<file path="src/hdl/merge_pkg.sv">
// Merge-data engine shared widths, payload types and FSM state encoding
`default_nettype none

package merge_pkg;

    // ------------------------------------------------------------
    // Widths
    // ------------------------------------------------------------
    // Fields in one request packet
    parameter int MAX_LANES   = 4;
    // Bits in one engine response word
    parameter int LANE_WIDTH  = 16;
    // Bits in the round count of a descriptor
    parameter int COUNT_WIDTH = 8;

    // ------------------------------------------------------------
    // Payload types
    // ------------------------------------------------------------
    typedef logic [LANE_WIDTH-1:0]  lane_word_t;
    typedef logic [MAX_LANES-1:0]   lane_mask_t;
    typedef logic [COUNT_WIDTH-1:0] count_t;

    // Configuration memory response, only the lane select for now
    typedef struct packed {
        lane_mask_t lane_mask;
    } config_word_t;

    // Lane i occupies bits 16i upward
    typedef lane_word_t [MAX_LANES-1:0] request_packet_t;

    // Control sequence of one job
    typedef enum logic [1:0] {
        IDLE,
        LOAD_CONFIG,
        GATHER
    } merge_state_t;

endpackage : merge_pkg

`default_nettype wire

</file>
<file path="src/hdl/merge_ctrl_if.sv">
// Control bundle between the merge FSM, the round counter and the packer
`timescale 1ns/100ps
`default_nettype none

interface merge_ctrl_if;

    // Counter load pulse and the count it takes
    logic                  load;
    merge_pkg::count_t     round_count;
    // High while one round is left
    logic                  last_round;
    // Lanes that take part in the current job
    merge_pkg::lane_mask_t lane_mask;
    // FSM sits in GATHER
    logic                  gather_en;
    // One round merged this cycle
    logic                  fire;

    modport fsm (
        output load, round_count, lane_mask, gather_en,
        input  fire, last_round
    );

    modport counter (
        input  load, round_count, fire,
        output last_round
    );

    modport packer (
        input  lane_mask, gather_en,
        output fire
    );

endinterface : merge_ctrl_if

`default_nettype wire

</file>
<file path="src/hdl/merge_control_fsm.sv">
// Job FSM that takes the descriptor, pops the configuration and runs the gather rounds
`timescale 1ns/100ps
`default_nettype none

module merge_control_fsm (
    input  logic                    ap_clk,
    input  logic                    areset_merge_data_engine,
    input  logic                    descriptor_valid,
    input  merge_pkg::count_t       descriptor_count,
    input  logic                    config_empty,
    input  merge_pkg::config_word_t config_word,
    output logic                    config_rd_en,
    output logic                    done_out,
    merge_ctrl_if.fsm               ctrl
);

    merge_pkg::merge_state_t state;
    merge_pkg::merge_state_t state_next;
    // Round count of the accepted descriptor
    merge_pkg::count_t       job_count;
    // Configuration word is at the head of its FIFO
    logic                    config_take;

    // ------------------------------------------------------------
    // Next state
    // ------------------------------------------------------------
    assign config_take = (state == merge_pkg::LOAD_CONFIG) & ~config_empty;

    always_comb begin
        state_next = state;
        case (state)
            merge_pkg::IDLE: begin
                // Descriptors outside IDLE are ignored
                if (descriptor_valid) begin
                    state_next = merge_pkg::LOAD_CONFIG;
                end
            end
            merge_pkg::LOAD_CONFIG: begin
                // Zero rounds finish without a packet
                if (config_take) begin
                    state_next = (job_count == '0) ? merge_pkg::IDLE : merge_pkg::GATHER;
                end
            end
            merge_pkg::GATHER: begin
                if (ctrl.fire && ctrl.last_round) begin
                    state_next = merge_pkg::IDLE;
                end
            end
            default: state_next = merge_pkg::IDLE;
        endcase
    end

    // ------------------------------------------------------------
    // State, lane mask and done level
    // ------------------------------------------------------------
    always_ff @(posedge ap_clk) begin
        if (areset_merge_data_engine) begin
            state          <= merge_pkg::IDLE;
            ctrl.lane_mask <= '0;
            done_out       <= 1'b1;
        end
        else begin
            state <= state_next;
            if (config_take) begin
                ctrl.lane_mask <= config_word.lane_mask;
            end
            // Follows the state by one cycle
            done_out <= (state == merge_pkg::IDLE);
        end
    end

    // Count held for the load pulse
    always_ff @(posedge ap_clk) begin
        if ((state == merge_pkg::IDLE) && descriptor_valid) begin
            job_count <= descriptor_count;
        end
    end

    assign config_rd_en     = config_take;
    assign ctrl.load        = config_take;
    assign ctrl.round_count = job_count;
    assign ctrl.gather_en   = (state == merge_pkg::GATHER);

endmodule : merge_control_fsm

`default_nettype wire

</file>
<file path="src/hdl/merge_data_engine.sv">
// Merge-data engine top that gathers lane words into wide request packets per round
`timescale 1ns/100ps
`default_nettype none

module merge_data_engine #(
    parameter int NUM_LANES  = 4,
    parameter int FIFO_DEPTH = 8
) (
    input  logic                       ap_clk,
    input  logic                       areset_merge_data_engine,
    input  logic                       descriptor_valid,
    input  merge_pkg::count_t          descriptor_count,
    input  logic                       config_valid,
    input  merge_pkg::lane_mask_t      config_mask,
    input  logic                       lane_valid [NUM_LANES-1:0],
    input  merge_pkg::lane_word_t      lane_data  [NUM_LANES-1:0],
    output logic                       lane_full  [NUM_LANES-1:0],
    output logic                       config_full,
    input  logic                       request_ready,
    output logic                       request_valid,
    output merge_pkg::request_packet_t request_packet,
    output logic                       done_out
);

    // ------------------------------------------------------------
    // Boundary registers
    // ------------------------------------------------------------
    logic                    areset_reg;
    logic                    descriptor_valid_reg;
    merge_pkg::count_t       descriptor_count_reg;
    logic                    config_valid_reg;
    merge_pkg::config_word_t config_word_reg;
    logic                    lane_valid_reg [NUM_LANES-1:0];
    merge_pkg::lane_word_t   lane_data_reg  [NUM_LANES-1:0];

    // FIFO outputs and pops
    logic                    lane_empty [NUM_LANES-1:0];
    logic                    lane_rd_en [NUM_LANES-1:0];
    merge_pkg::lane_word_t   lane_head  [NUM_LANES-1:0];
    logic                    config_empty;
    logic                    config_rd_en;
    merge_pkg::config_word_t config_head;

    merge_ctrl_if ctrl_if ();

    // Single registered reset for the whole engine
    always_ff @(posedge ap_clk) begin
        areset_reg <= areset_merge_data_engine;
    end

    // Strobes
    always_ff @(posedge ap_clk) begin
        if (areset_reg) begin
            descriptor_valid_reg <= 1'b0;
            config_valid_reg     <= 1'b0;
            for (int i = 0; i < NUM_LANES; i++) begin
                lane_valid_reg[i] <= 1'b0;
            end
        end
        else begin
            descriptor_valid_reg <= descriptor_valid;
            config_valid_reg     <= config_valid;
            for (int i = 0; i < NUM_LANES; i++) begin
                lane_valid_reg[i] <= lane_valid[i];
            end
        end
    end

    // Payloads
    always_ff @(posedge ap_clk) begin
        descriptor_count_reg      <= descriptor_count;
        config_word_reg.lane_mask <= config_mask;
        for (int i = 0; i < NUM_LANES; i++) begin
            lane_data_reg[i] <= lane_data[i];
        end
    end

    // ------------------------------------------------------------
    // Lane and configuration FIFOs
    // ------------------------------------------------------------
    for (genvar g = 0; g < NUM_LANES; g++) begin : gen_lane_fifo
        merge_fifo #(
            .payload_t (merge_pkg::lane_word_t),
            .FIFO_DEPTH(FIFO_DEPTH            )
        ) lane_fifo_inst (
            .ap_clk                  (ap_clk           ),
            .areset_merge_data_engine(areset_reg       ),
            .wr_en                   (lane_valid_reg[g]),
            .wr_data                 (lane_data_reg[g] ),
            .rd_en                   (lane_rd_en[g]    ),
            .rd_data                 (lane_head[g]     ),
            .empty                   (lane_empty[g]    ),
            .full                    (lane_full[g]     )
        );
    end

    merge_fifo #(
        .payload_t (merge_pkg::config_word_t),
        .FIFO_DEPTH(FIFO_DEPTH              )
    ) config_fifo_inst (
        .ap_clk                  (ap_clk          ),
        .areset_merge_data_engine(areset_reg      ),
        .wr_en                   (config_valid_reg),
        .wr_data                 (config_word_reg ),
        .rd_en                   (config_rd_en    ),
        .rd_data                 (config_head     ),
        .empty                   (config_empty    ),
        .full                    (config_full     )
    );

    // ------------------------------------------------------------
    // Control and merge
    // ------------------------------------------------------------
    merge_round_counter round_counter_inst (
        .ap_clk                  (ap_clk    ),
        .areset_merge_data_engine(areset_reg),
        .ctrl                    (ctrl_if   )
    );

    merge_control_fsm control_fsm_inst (
        .ap_clk                  (ap_clk              ),
        .areset_merge_data_engine(areset_reg          ),
        .descriptor_valid        (descriptor_valid_reg),
        .descriptor_count        (descriptor_count_reg),
        .config_empty            (config_empty        ),
        .config_word             (config_head         ),
        .config_rd_en            (config_rd_en        ),
        .done_out                (done_out            ),
        .ctrl                    (ctrl_if             )
    );

    merge_packer #(
        .NUM_LANES(NUM_LANES)
    ) packer_inst (
        .ap_clk                  (ap_clk        ),
        .areset_merge_data_engine(areset_reg    ),
        .lane_empty              (lane_empty    ),
        .lane_data               (lane_head     ),
        .lane_rd_en              (lane_rd_en    ),
        .request_ready           (request_ready ),
        .request_valid           (request_valid ),
        .request_packet          (request_packet),
        .ctrl                    (ctrl_if       )
    );

endmodule : merge_data_engine

`default_nettype wire

</file>
<file path="src/hdl/merge_fifo.sv">
// First-word-fall-through FIFO with a payload type parameter and a full level
`timescale 1ns/100ps
`default_nettype none

module merge_fifo #(
    parameter type payload_t  = logic,
    parameter int  FIFO_DEPTH = 8
) (
    input  logic     ap_clk,
    input  logic     areset_merge_data_engine,
    input  logic     wr_en,
    input  payload_t wr_data,
    input  logic     rd_en,
    output payload_t rd_data,
    output logic     empty,
    output logic     full
);

    // Pointer and occupancy widths, a depth of one still gets a 1-bit pointer
    localparam int PTR_WIDTH = (FIFO_DEPTH > 1) ? $clog2(FIFO_DEPTH) : 1;
    localparam int CNT_WIDTH = $clog2(FIFO_DEPTH + 1);

    payload_t               mem [FIFO_DEPTH-1:0];
    logic [PTR_WIDTH-1:0]   wr_ptr;
    logic [PTR_WIDTH-1:0]   rd_ptr;
    logic [CNT_WIDTH-1:0]   count;
    logic                   wr_accept;
    logic                   rd_accept;

    // Writes into a full FIFO and reads from an empty one are dropped
    assign wr_accept = wr_en & ~full;
    assign rd_accept = rd_en & ~empty;

    // ------------------------------------------------------------
    // Pointers and occupancy
    // ------------------------------------------------------------
    always_ff @(posedge ap_clk) begin
        if (areset_merge_data_engine) begin
            wr_ptr <= '0;
            rd_ptr <= '0;
            count  <= '0;
        end
        else begin
            // Wrap by compare so any depth works
            if (wr_accept) begin
                wr_ptr <= (wr_ptr == PTR_WIDTH'(FIFO_DEPTH - 1)) ? '0 : wr_ptr + 1'b1;
            end
            if (rd_accept) begin
                rd_ptr <= (rd_ptr == PTR_WIDTH'(FIFO_DEPTH - 1)) ? '0 : rd_ptr + 1'b1;
            end
            // Simultaneous push and pop leaves count alone
            if (wr_accept & ~rd_accept) begin
                count <= count + 1'b1;
            end
            else if (rd_accept & ~wr_accept) begin
                count <= count - 1'b1;
            end
        end
    end

    // Storage
    always_ff @(posedge ap_clk) begin
        if (wr_accept) begin
            mem[wr_ptr] <= wr_data;
        end
    end

    // Head word shows as soon as it lands
    assign rd_data = mem[rd_ptr];
    assign empty   = (count == '0);
    // Rises the cycle after the filling write
    assign full    = (count == CNT_WIDTH'(FIFO_DEPTH));

endmodule : merge_fifo

`default_nettype wire

</file>
<file path="src/hdl/merge_packer.sv">
// Packer that fires rounds, pops the selected lanes and registers the request packet
`timescale 1ns/100ps
`default_nettype none

module merge_packer #(
    parameter int NUM_LANES = 4
) (
    input  logic                       ap_clk,
    input  logic                       areset_merge_data_engine,
    input  logic                       lane_empty [NUM_LANES-1:0],
    input  merge_pkg::lane_word_t      lane_data  [NUM_LANES-1:0],
    output logic                       lane_rd_en [NUM_LANES-1:0],
    input  logic                       request_ready,
    output logic                       request_valid,
    output merge_pkg::request_packet_t request_packet,
    merge_ctrl_if.packer               ctrl
);

    // Per lane, either not selected or holding a word
    logic [NUM_LANES-1:0]       lane_ok;
    merge_pkg::request_packet_t packet_next;

    // ------------------------------------------------------------
    // Fire decision and lane pops
    // ------------------------------------------------------------
    always_comb begin
        for (int i = 0; i < NUM_LANES; i++) begin
            lane_ok[i] = ~ctrl.lane_mask[i] | ~lane_empty[i];
        end
    end

    // Empty mask fires on ready alone
    assign ctrl.fire = ctrl.gather_en & request_ready & (&lane_ok);

    always_comb begin
        for (int i = 0; i < NUM_LANES; i++) begin
            lane_rd_en[i] = ctrl.fire & ctrl.lane_mask[i];
        end
    end

    // Selected fields carry the lane heads, the rest stay zero
    always_comb begin
        packet_next = '0;
        for (int i = 0; i < NUM_LANES; i++) begin
            if (ctrl.lane_mask[i]) begin
                packet_next[i] = lane_data[i];
            end
        end
    end

    // ------------------------------------------------------------
    // Output registers
    // ------------------------------------------------------------
    always_ff @(posedge ap_clk) begin
        if (areset_merge_data_engine) begin
            request_valid <= 1'b0;
        end
        else begin
            // One cycle per fire
            request_valid <= ctrl.fire;
        end
    end

    always_ff @(posedge ap_clk) begin
        if (ctrl.fire) begin
            request_packet <= packet_next;
        end
    end

endmodule : merge_packer

`default_nettype wire

</file>
<file path="src/hdl/merge_round_counter.sv">
// Round counter that loads the job count and flags the last round
`timescale 1ns/100ps
`default_nettype none

module merge_round_counter (
    input  logic   ap_clk,
    input  logic   areset_merge_data_engine,
    merge_ctrl_if.counter ctrl
);

    // Rounds still to fire in this job
    merge_pkg::count_t remaining;

    always_ff @(posedge ap_clk) begin
        if (areset_merge_data_engine) begin
            remaining <= '0;
        end
        else if (ctrl.load) begin
            remaining <= ctrl.round_count;
        end
        else if (ctrl.fire && (remaining != '0)) begin
            // One round merged
            remaining <= remaining - 1'b1;
        end
    end

    // Fire with this set closes the job
    assign ctrl.last_round = (remaining == merge_pkg::count_t'(1));

endmodule : merge_round_counter

`default_nettype wire

</file>
<file path="config.mk">
export PLATFORM = sky130hd
export DESIGN_NAME = merge_data_engine
export DESIGN_NICKNAME = d
export VERILOG_FILES = /design/src/hdl/merge_pkg.sv /design/src/hdl/merge_ctrl_if.sv /design/src/hdl/merge_control_fsm.sv /design/src/hdl/merge_data_engine.sv /design/src/hdl/merge_fifo.sv /design/src/hdl/merge_packer.sv /design/src/hdl/merge_round_counter.sv
export SDC_FILE = /design/constraint.sdc
export NUM_CORES = 1
export LEC_CHECK = 0
export BUFFER_PORTS_ARGS = -buffer_cell sky130_fd_sc_hd__buf_2
export CAP_MARGIN = 20
export CORE_ASPECT_RATIO = 0.7
export CORE_MARGIN = 2
export CORE_UTILIZATION = 60
export DETAILED_ROUTE_END_ITERATION = 10
export HOLD_SLACK_MARGIN = 0.12
export PLACE_DENSITY = 0.79
export SETUP_SLACK_MARGIN = 0.02
export SKIP_LAST_GASP = 1
export SYNTH_ARGS = -nofsm -noshare
export SYNTH_HDL_FRONTEND = slang
export SYNTH_SLANG_ARGS = --single-unit
</file>
<file path="constraint.sdc">
create_clock -name ap_clk -period 4.5 [get_ports ap_clk]
set_input_delay 0 -clock ap_clk [delete_from_list [all_inputs] [get_ports ap_clk]]
set_output_delay 0 -clock ap_clk [all_outputs]
set_load 0.02 [all_outputs]
</file>
# Word-level counts from Yosys, hierarchy flattened
# Memory sizes are Yosys's and may differ from the RTL's. A register that Yosys moved wholly into a read port is not among the register bits.
# Index checks and enable logic that the tools add are counted.
[op_classes] n_addsub=21 mux=44 eq_ne=21 bitwise_logic=59 n_reduce_logical=23
[op_table] operator="$mux W4" count=10
[op_table] operator="$add A3 B1 Y3 const B" count=10
[op_table] operator="$eq A3 B3 Y1 const B" count=10
[op_table] operator="$mux W3" count=10
[op_table] operator="$and A1 B1 Y1" count=27
[op_table] operator="$not A1 Y1" count=24
[op_table] operator="$add A4 B1 Y4 const B" count=5
[op_table] operator="$eq A4 B4 Y1 const B" count=5
[op_table] operator="$logic_not A4 Y1" count=5
[op_table] operator="$sub A4 B1 Y4 const B" count=5
[op_table] operator="$mux W1" count=17
[op_table] operator="$mux W8" count=2
[op_table] operator="$reduce_bool A2 Y1" count=6
[op_table] operator="$eq A8 B1 Y1 const B" count=1
[op_table] operator="$logic_not A8 Y1" count=1
[op_table] operator="$mux W2" count=4
[op_table] operator="$or A1 B1 Y1" count=8
[op_table] operator="$reduce_bool A8 Y1" count=1
[op_table] operator="$sub A8 B1 Y8 const B" count=1
[op_table] operator="$ne A2 B2 Y1 const B" count=3
[op_table] operator="$pmux W2 S3" count=1
[op_table] operator="$logic_not A1 Y1" count=4
[op_table] operator="$reduce_and A4 Y1" count=1
[op_table] operator="$logic_and A1 B1 Y1" count=3
[op_table] operator="4 further kinds" count=4
[totals] regBits=85 memories=7 mem_bits_rw=612
[mem_list] memory="gen_lane_fifo[0].lane_fifo_inst.mem" depth=8 word_bits=16 rd=1 rd_ports_with_merged_regs=1 wr=1 line="merge_fifo.sv:23" source="payload_t mem [FIFO_DEPTH-1:0];"
[mem_list] memory="gen_lane_fifo[1].lane_fifo_inst.mem" depth=8 word_bits=16 rd=1 rd_ports_with_merged_regs=1 wr=1 line="merge_fifo.sv:23"
[mem_list] memory="gen_lane_fifo[2].lane_fifo_inst.mem" depth=8 word_bits=16 rd=1 rd_ports_with_merged_regs=1 wr=1 line="merge_fifo.sv:23"
[mem_list] memory="gen_lane_fifo[3].lane_fifo_inst.mem" depth=8 word_bits=16 rd=1 rd_ports_with_merged_regs=1 wr=1 line="merge_fifo.sv:23"
[mem_list] memory="lane_data_reg" depth=4 word_bits=16 rd=4 rd_ports_with_merged_regs=0 wr=4 line="merge_data_engine.sv:34" source="merge_pkg::lane_word_t lane_data_reg [NUM_LANES-1:0];"
[mem_list] memory="config_fifo_inst.mem" depth=8 word_bits=4 rd=1 rd_ports_with_merged_regs=1 wr=1 line="merge_fifo.sv:23"
[mem_list] memory="1 more memories"

# Depth between registers and ports, before layout
[depth] word_depth=10 depth_mapped=14 mapped_depth_nobuf=13

# By module
# A second synthesis with hierarchy kept.
[hier_totals] cells_unflattened=1506 hier_area_um2=29562.1
[modules_own_cells] module="merge_fifo at gen_lane_fifo[0].lane_fifo_inst ..." area_per_inst_um2=5601.6 seq_area_each_um2=4103.9 cells_per_inst=261 instances=4
[modules_own_cells] module="merge_packer" area_per_inst_um2=2437.3 seq_area_each_um2=1941.9 cells_per_inst=142 instances=1
[modules_own_cells] module="merge_fifo at config_fifo_inst" area_per_inst_um2=1891.8 seq_area_each_um2=1221.2 cells_per_inst=122 instances=1
[modules_own_cells] module="merge_data_engine" area_per_inst_um2=1699.1 seq_area_each_um2=1661.6 cells_per_inst=89 instances=1
[modules_own_cells] module="merge_round_counter" area_per_inst_um2=584.3 seq_area_each_um2=160.2 cells_per_inst=72 instances=1
[modules_own_cells] module="merge_control_fsm" area_per_inst_um2=543.0 seq_area_each_um2=380.4 cells_per_inst=37 instances=1

# Least setup slack after synthesis
# No wires, ideal clock.
[synth_path] path_type="register to register" start="register gen_lane_fifo[1].lane_fifo_inst.count[0]" end="register gen_lane_fifo[1].lane_fifo_inst.count[3]" path_stages_with_launch=15 synth_period_minus_slack_ns=3.480 path_slack_ns=1.020 t_arrival_ns=3.410 setup_ns=0.070 n_path_buf=1 path_cell_list="dfxtp_1 > or4_4 > o22a_4 > nand3_4 > inv_2 > buf_2 > nand3_1 > ha_1 > inv_1 > ha_1 > a21o_2 > a21oi_1 > xnor2_1 > or3_1 > a21oi_1"
[synth_between] elab_chain_len=10 elab_cells_between_ends=19 classes_between="2 x add/sub; 1 x eq/ne; 2 x mux; 11 x bitwise; 3 x reduce/logical"
[synth_rtl] item="start: declaration" line="merge_fifo.sv:26" source="logic [CNT_WIDTH-1:0] count;"
[synth_rtl] item="start signal: assignment" line="merge_fifo.sv:53" source="count <= count + 1'b1;"
[synth_rtl] item="start signal: assignment" line="merge_fifo.sv:56" source="count <= count - 1'b1;"
[synth_rtl] item="$logic_not A4 Y1 (*)" line="merge_fifo.sv:70" source="assign empty = (count == '0);"
[synth_rtl] item="$not A1 Y1 (*)" line="merge_packer.sv:28" source="lane_ok[i] = ~ctrl.lane_mask[i] | ~lane_empty[i];"
[synth_rtl] item="$or A1 B1 Y1 (*)" line="merge_packer.sv:28"
[synth_rtl] item="$reduce_and A4 Y1 (*)" line="merge_packer.sv:33" source="assign ctrl.fire = ctrl.gather_en & request_ready & (&lane_ok);"
[synth_rtl] item="$and A1 B1 Y1 (*)" line="merge_packer.sv:33"
[synth_rtl] item="via control_fsm_inst.ctrl.fire" line="merge_ctrl_if.sv:21" source="input fire, last_round"
[synth_rtl] item="$and A1 B1 Y1 (*)" line="merge_packer.sv:37" source="lane_rd_en[i] = ctrl.fire & ctrl.lane_mask[i];"
[synth_rtl] item="$and A1 B1 Y1 (*)" line="merge_fifo.sv:32" source="assign rd_accept = rd_en & ~empty;"
[synth_rtl] item="$not A1 Y1" line="merge_fifo.sv:52" source="if (wr_accept & ~rd_accept) begin"
[synth_rtl] item="$and A1 B1 Y1" line="merge_fifo.sv:52"
[synth_rtl] item="$mux W4 / $reduce_bool A2 Y1 (equally long branches)"
# The timed path passes the listed nets; every way through them passes the cells marked *. The select of a mux whose other input is x is not followed.
# A chain may end at the register's enable or synchronous reset.

# Worst setup path in the final report
[layout_path] start="register gen_lane_fifo[0].lane_fifo_inst.count[0]" end="register gen_lane_fifo[1].lane_fifo_inst.count[3]"
[layout_between] elab_chain_len=10 elab_cells_between_ends=12 classes_between="1 x mux; 8 x bitwise; 3 x reduce/logical"
[layout_rtl] item="start: declaration" line="merge_fifo.sv:26"
[layout_rtl] item="start signal: assignment" line="merge_fifo.sv:53"
[layout_rtl] item="start signal: assignment" line="merge_fifo.sv:56"
[layout_rtl] item="$logic_not A4 Y1 (*)" line="merge_fifo.sv:70"
[layout_rtl] item="$not A1 Y1 (*)" line="merge_packer.sv:28"
[layout_rtl] item="$or A1 B1 Y1 (*)" line="merge_packer.sv:28"
[layout_rtl] item="$reduce_and A4 Y1 (*)" line="merge_packer.sv:33"
[layout_rtl] item="$and A1 B1 Y1 (*)" line="merge_packer.sv:33"
[layout_rtl] item="$and A1 B1 Y1 (*)" line="merge_packer.sv:37"
[layout_rtl] item="$and A1 B1 Y1 (*)" line="merge_fifo.sv:32"
[layout_rtl] item="$not A1 Y1" line="merge_fifo.sv:52"
[layout_rtl] item="$and A1 B1 Y1" line="merge_fifo.sv:52"
[layout_rtl] item="$mux W4 / $reduce_bool A2 Y1 (equally long branches)"
# Every way passes the cells marked *; elsewhere a longest branch is shown, timed or not.

==> impl_metrics.toml <==
[clock_network]
clk_transition_reported_paths_ns = 0.07
clk_root_buffer_cell = "clkbuf_16"
postCtsResizedCells = 0
cts_max_level = 3
cts_made_buffers = 71
cts_sinks = 765
worst_skew_pair.late_latency_ns = 0.60
cts_buffer_depth = 3
cts_tree = "yes"

[worst_hold_path]
worst_hold_class = "in2reg"
hp-start = "request_ready"

[yosys]
synth_ff_type = "edfxtp_1"
mappedNetlistNets = 1620
yosys_register_bits = 765
ys_async_sr_fraction_pct = 0
synth_seq_area_share_pct = 75.7
post_synth_edffs = 616
postSynthAreaPerCell_um2 = 19.0
yosys.cell_types.count = 60
yosysWarnings = 0
syn-instance-count = 1492
synth.cell_area_um2 = 28400

[floorplanning]
initial_cell_density_of_the_core_pct = 60.9
fp.dieArea_um2 = 49100
core_um2 = 46600
num_rows = 66
floorplan.die.width_um = 264
chipHeight_um = 186
floorplan.io_pins = 156

[critical_path]
timing.critical_path.max_delay_family = "simple AND/OR/NAND/NOR gates"
worst_r2r_startpoint = "gen_lane_fifo[0].lane_fifo_inst.count[0]"
critical_path.startpoint_type = "flip-flop"
worst_path_bufs_invs = 2
end_kind = "flip-flop"
worst-path-max-fanout = 19
crit_start = "gen_lane_fifo[0].lane_fifo_inst.count[0]"
timing.setup.critical_path_class = "reg2reg"
cell_breakdown_of_the_critical_path = "or4_4 > o22a_4 > nand3_4 > clkinv_2 > nand3_1 > ha_1 > inv_1 > ha_1 > a21o_2 > a21oi_1 > xnor2_1 > or3_1 > a21oi_1"
reg2reg_slack_ns = 1.07
slowest_delay_ns = 0.57
worst-endpoint-arrival_ns = 3.93
worst-endpoint-required_ns = 5.01
crit_slowest_cell = "or4_4"

[finish]
max_reg_flops = 512
insertedDiodeCount = 0
area_growth_pct = 20.3
final_layout_size_suffix_gt1_share_pct = 25.3
most_common_cell_after_layout_fill_and_taps_aside = "edfxtp_1"
fin_nets = 1970
layout.cells.most_common_list = "edfxtp_1, dlygate4sd3_1, buf_2, dfxtp_1, mux4_2"

[sta]
finalSetupViolations = 0
skew_ns = 0.0280
final.period_utilization_pct = 76.2
tightest_slew_ns = 1.12
grt_setup_unrepaired = "false"
finalHoldViolations = 0
totalNegativeSetupSlack_ns = 0
relSlewSlack_pct = 25.1
finalCriticalPeriod_ns = 3.43
timing_max_transition_violations_final = 0
hold_slack_ns = 0.159
achievable-frequency_ghz = 0.292

[route]
wl_met2_mm = 28.0
final_antenna_net_count = 0
initialDrtViolationCount = 1179
wirelength_mm = 54.6
route.layer.met1.wl_mm = 23.0
vias_per_cell = 5.75
maxUsedRoutingLayer = "met4"
dr_wl_met3_mm = 2.43
route.detailed.wl_per_inst_um = 21.7
num_vias = 14500
post-route-drc-count = 0
dr_pass1_iterations = 5

[grt]
antenna_found_initial = 0
grt_pass1_wl_mm = 84.9
grt_overflow_total = 0
grt_start_max_net_pins = 70
vias_in_the_first_global_route = 15100
grt.total_usage_pct = 22.9

[placement]
portBuffers = 155
routabilityCongestion = 0.734
detailed_place_hpwl_mm = 30.3

[power_and_ir_drop]
peakVddDrop_mv = 0.382
power.static_leakage_nw = 11.4
power_density_over_the_cells_nw_per_um2 = 445

[job]
maxCapViolCount = 0

[status]
outcome = "finished clean"
final cells by class:
cell class / count / area, um^2
clock inverter: 39 / 480
clock buffer: 92 / 1940
timing repair buffer: 344 / 2680
tap: 612 / 766
fill: 2754 / 12400
inverter: 24 / 91.3
multi-input combinational: 636 / 6710
sequential: 765 / 21500
power breakdown:
part / leakage [nW] / switching [mW] / internal (mW)
logic: 3.39 / 0.529 / 0.419
clock network: 1.16 / 2.54 / 3.69
registers: 6.80 / 0.177 / 7.84
total: 11.4 / 3.25 / 11.9
path summary, 6_finish.rpt:
check	endpoint	depth (start not counted)
max	gen_lane_fifo[1].lane_fifo_inst.count[3]	13
min reg2reg	control_fsm_inst.ctrl.round_count[7]	0
min	packer_inst.request_valid	6
max reg2reg	gen_lane_fifo[1].lane_fifo_inst.count[3]	13
cell usage after synthesis, types with 4 or more instances:
library cell	n	area, um^2
a21o_1	4	30.0
nand3_1	4	20.0
o21ai_0	15	75.1
ha_1	38	475
clkinv_1	4	15.0
edfxtp_1	616	18500
a21oi_1	43	215
buf_4	8	60.1
mux2i_1	75	751
xor2_1	5	43.8
a211oi_1	9	67.6
nand2b_1	10	62.6
nand2_1	57	214
nand3b_1	6	45.0
nor2b_1	27	169
mux4_2	136	3060
xnor2_1	10	87.6
nor2_1	94	353
fa_1	5	100
inv_1	19	71.3
clkbuf_1	32	120
buf_2	16	80.1
nor4_1	14	87.6
dfxtp_1	149	2980
buf_1	7	26.3
nor3_1	32	160
or3_1	12	75.1
cell families after synthesis:
family | synth area share [%]
compound gates | 1.95
xor+xnor | 0.463
fa+ha+maj | 2.03
buf+inv | 1.53
flops | 75.7
mux | 13.5
simple gates | 4.88
worst reg2reg max path: stages (launching register included):
cell,delay (ns)
dfxtp_1,0.38
or4_4,0.57
o22a_4,0.27
nand3_4,0.09
clkinv_2,0.31
nand3_1,0.21
ha_1,0.20
inv_1,0.09
ha_1,0.29
a21o_2,0.21
a21oi_1,0.17
xnor2_1,0.09
or3_1,0.32
a21oi_1,0.14
per-stage QoR:
step | power, mW | instances | setup slack, ns | cell area (um^2) | utilization (%)
6_report | 15.2 | 2512 | 1.07 | 34200 | 73.3
5_1_grt | 15.7 | 2512 | 0.850 | 34200 | 73.3
4_1_cts | 15.3 | 2506 | 1.03 | 34000 | 73.1
3_5_place_dp | 9.00 | 2215 | 1.07 | 30000 | 64.5
3_3_place_gp | 8.95 | 2214 | 1.19 | 30000 | 64.4
2_1_floorplan | 8.71 | 1492 | 1.02 | 28400 | -
timing repair:
action                     in CTS  in global routing
hold buffers                  160                  0
setup endpoints to repair       0                  0
hold endpoints to repair       83                  0
buffers inserted                0                  0
per-layer routing:
metal	up-vias	global-route usage, %
met5	-	0
met4	0	6.57
met3	97	4.02
met2	342	39.2
met1	7426	30.6
li1	6585	-
No activity file was read; power rests on OpenSTA's default activity.
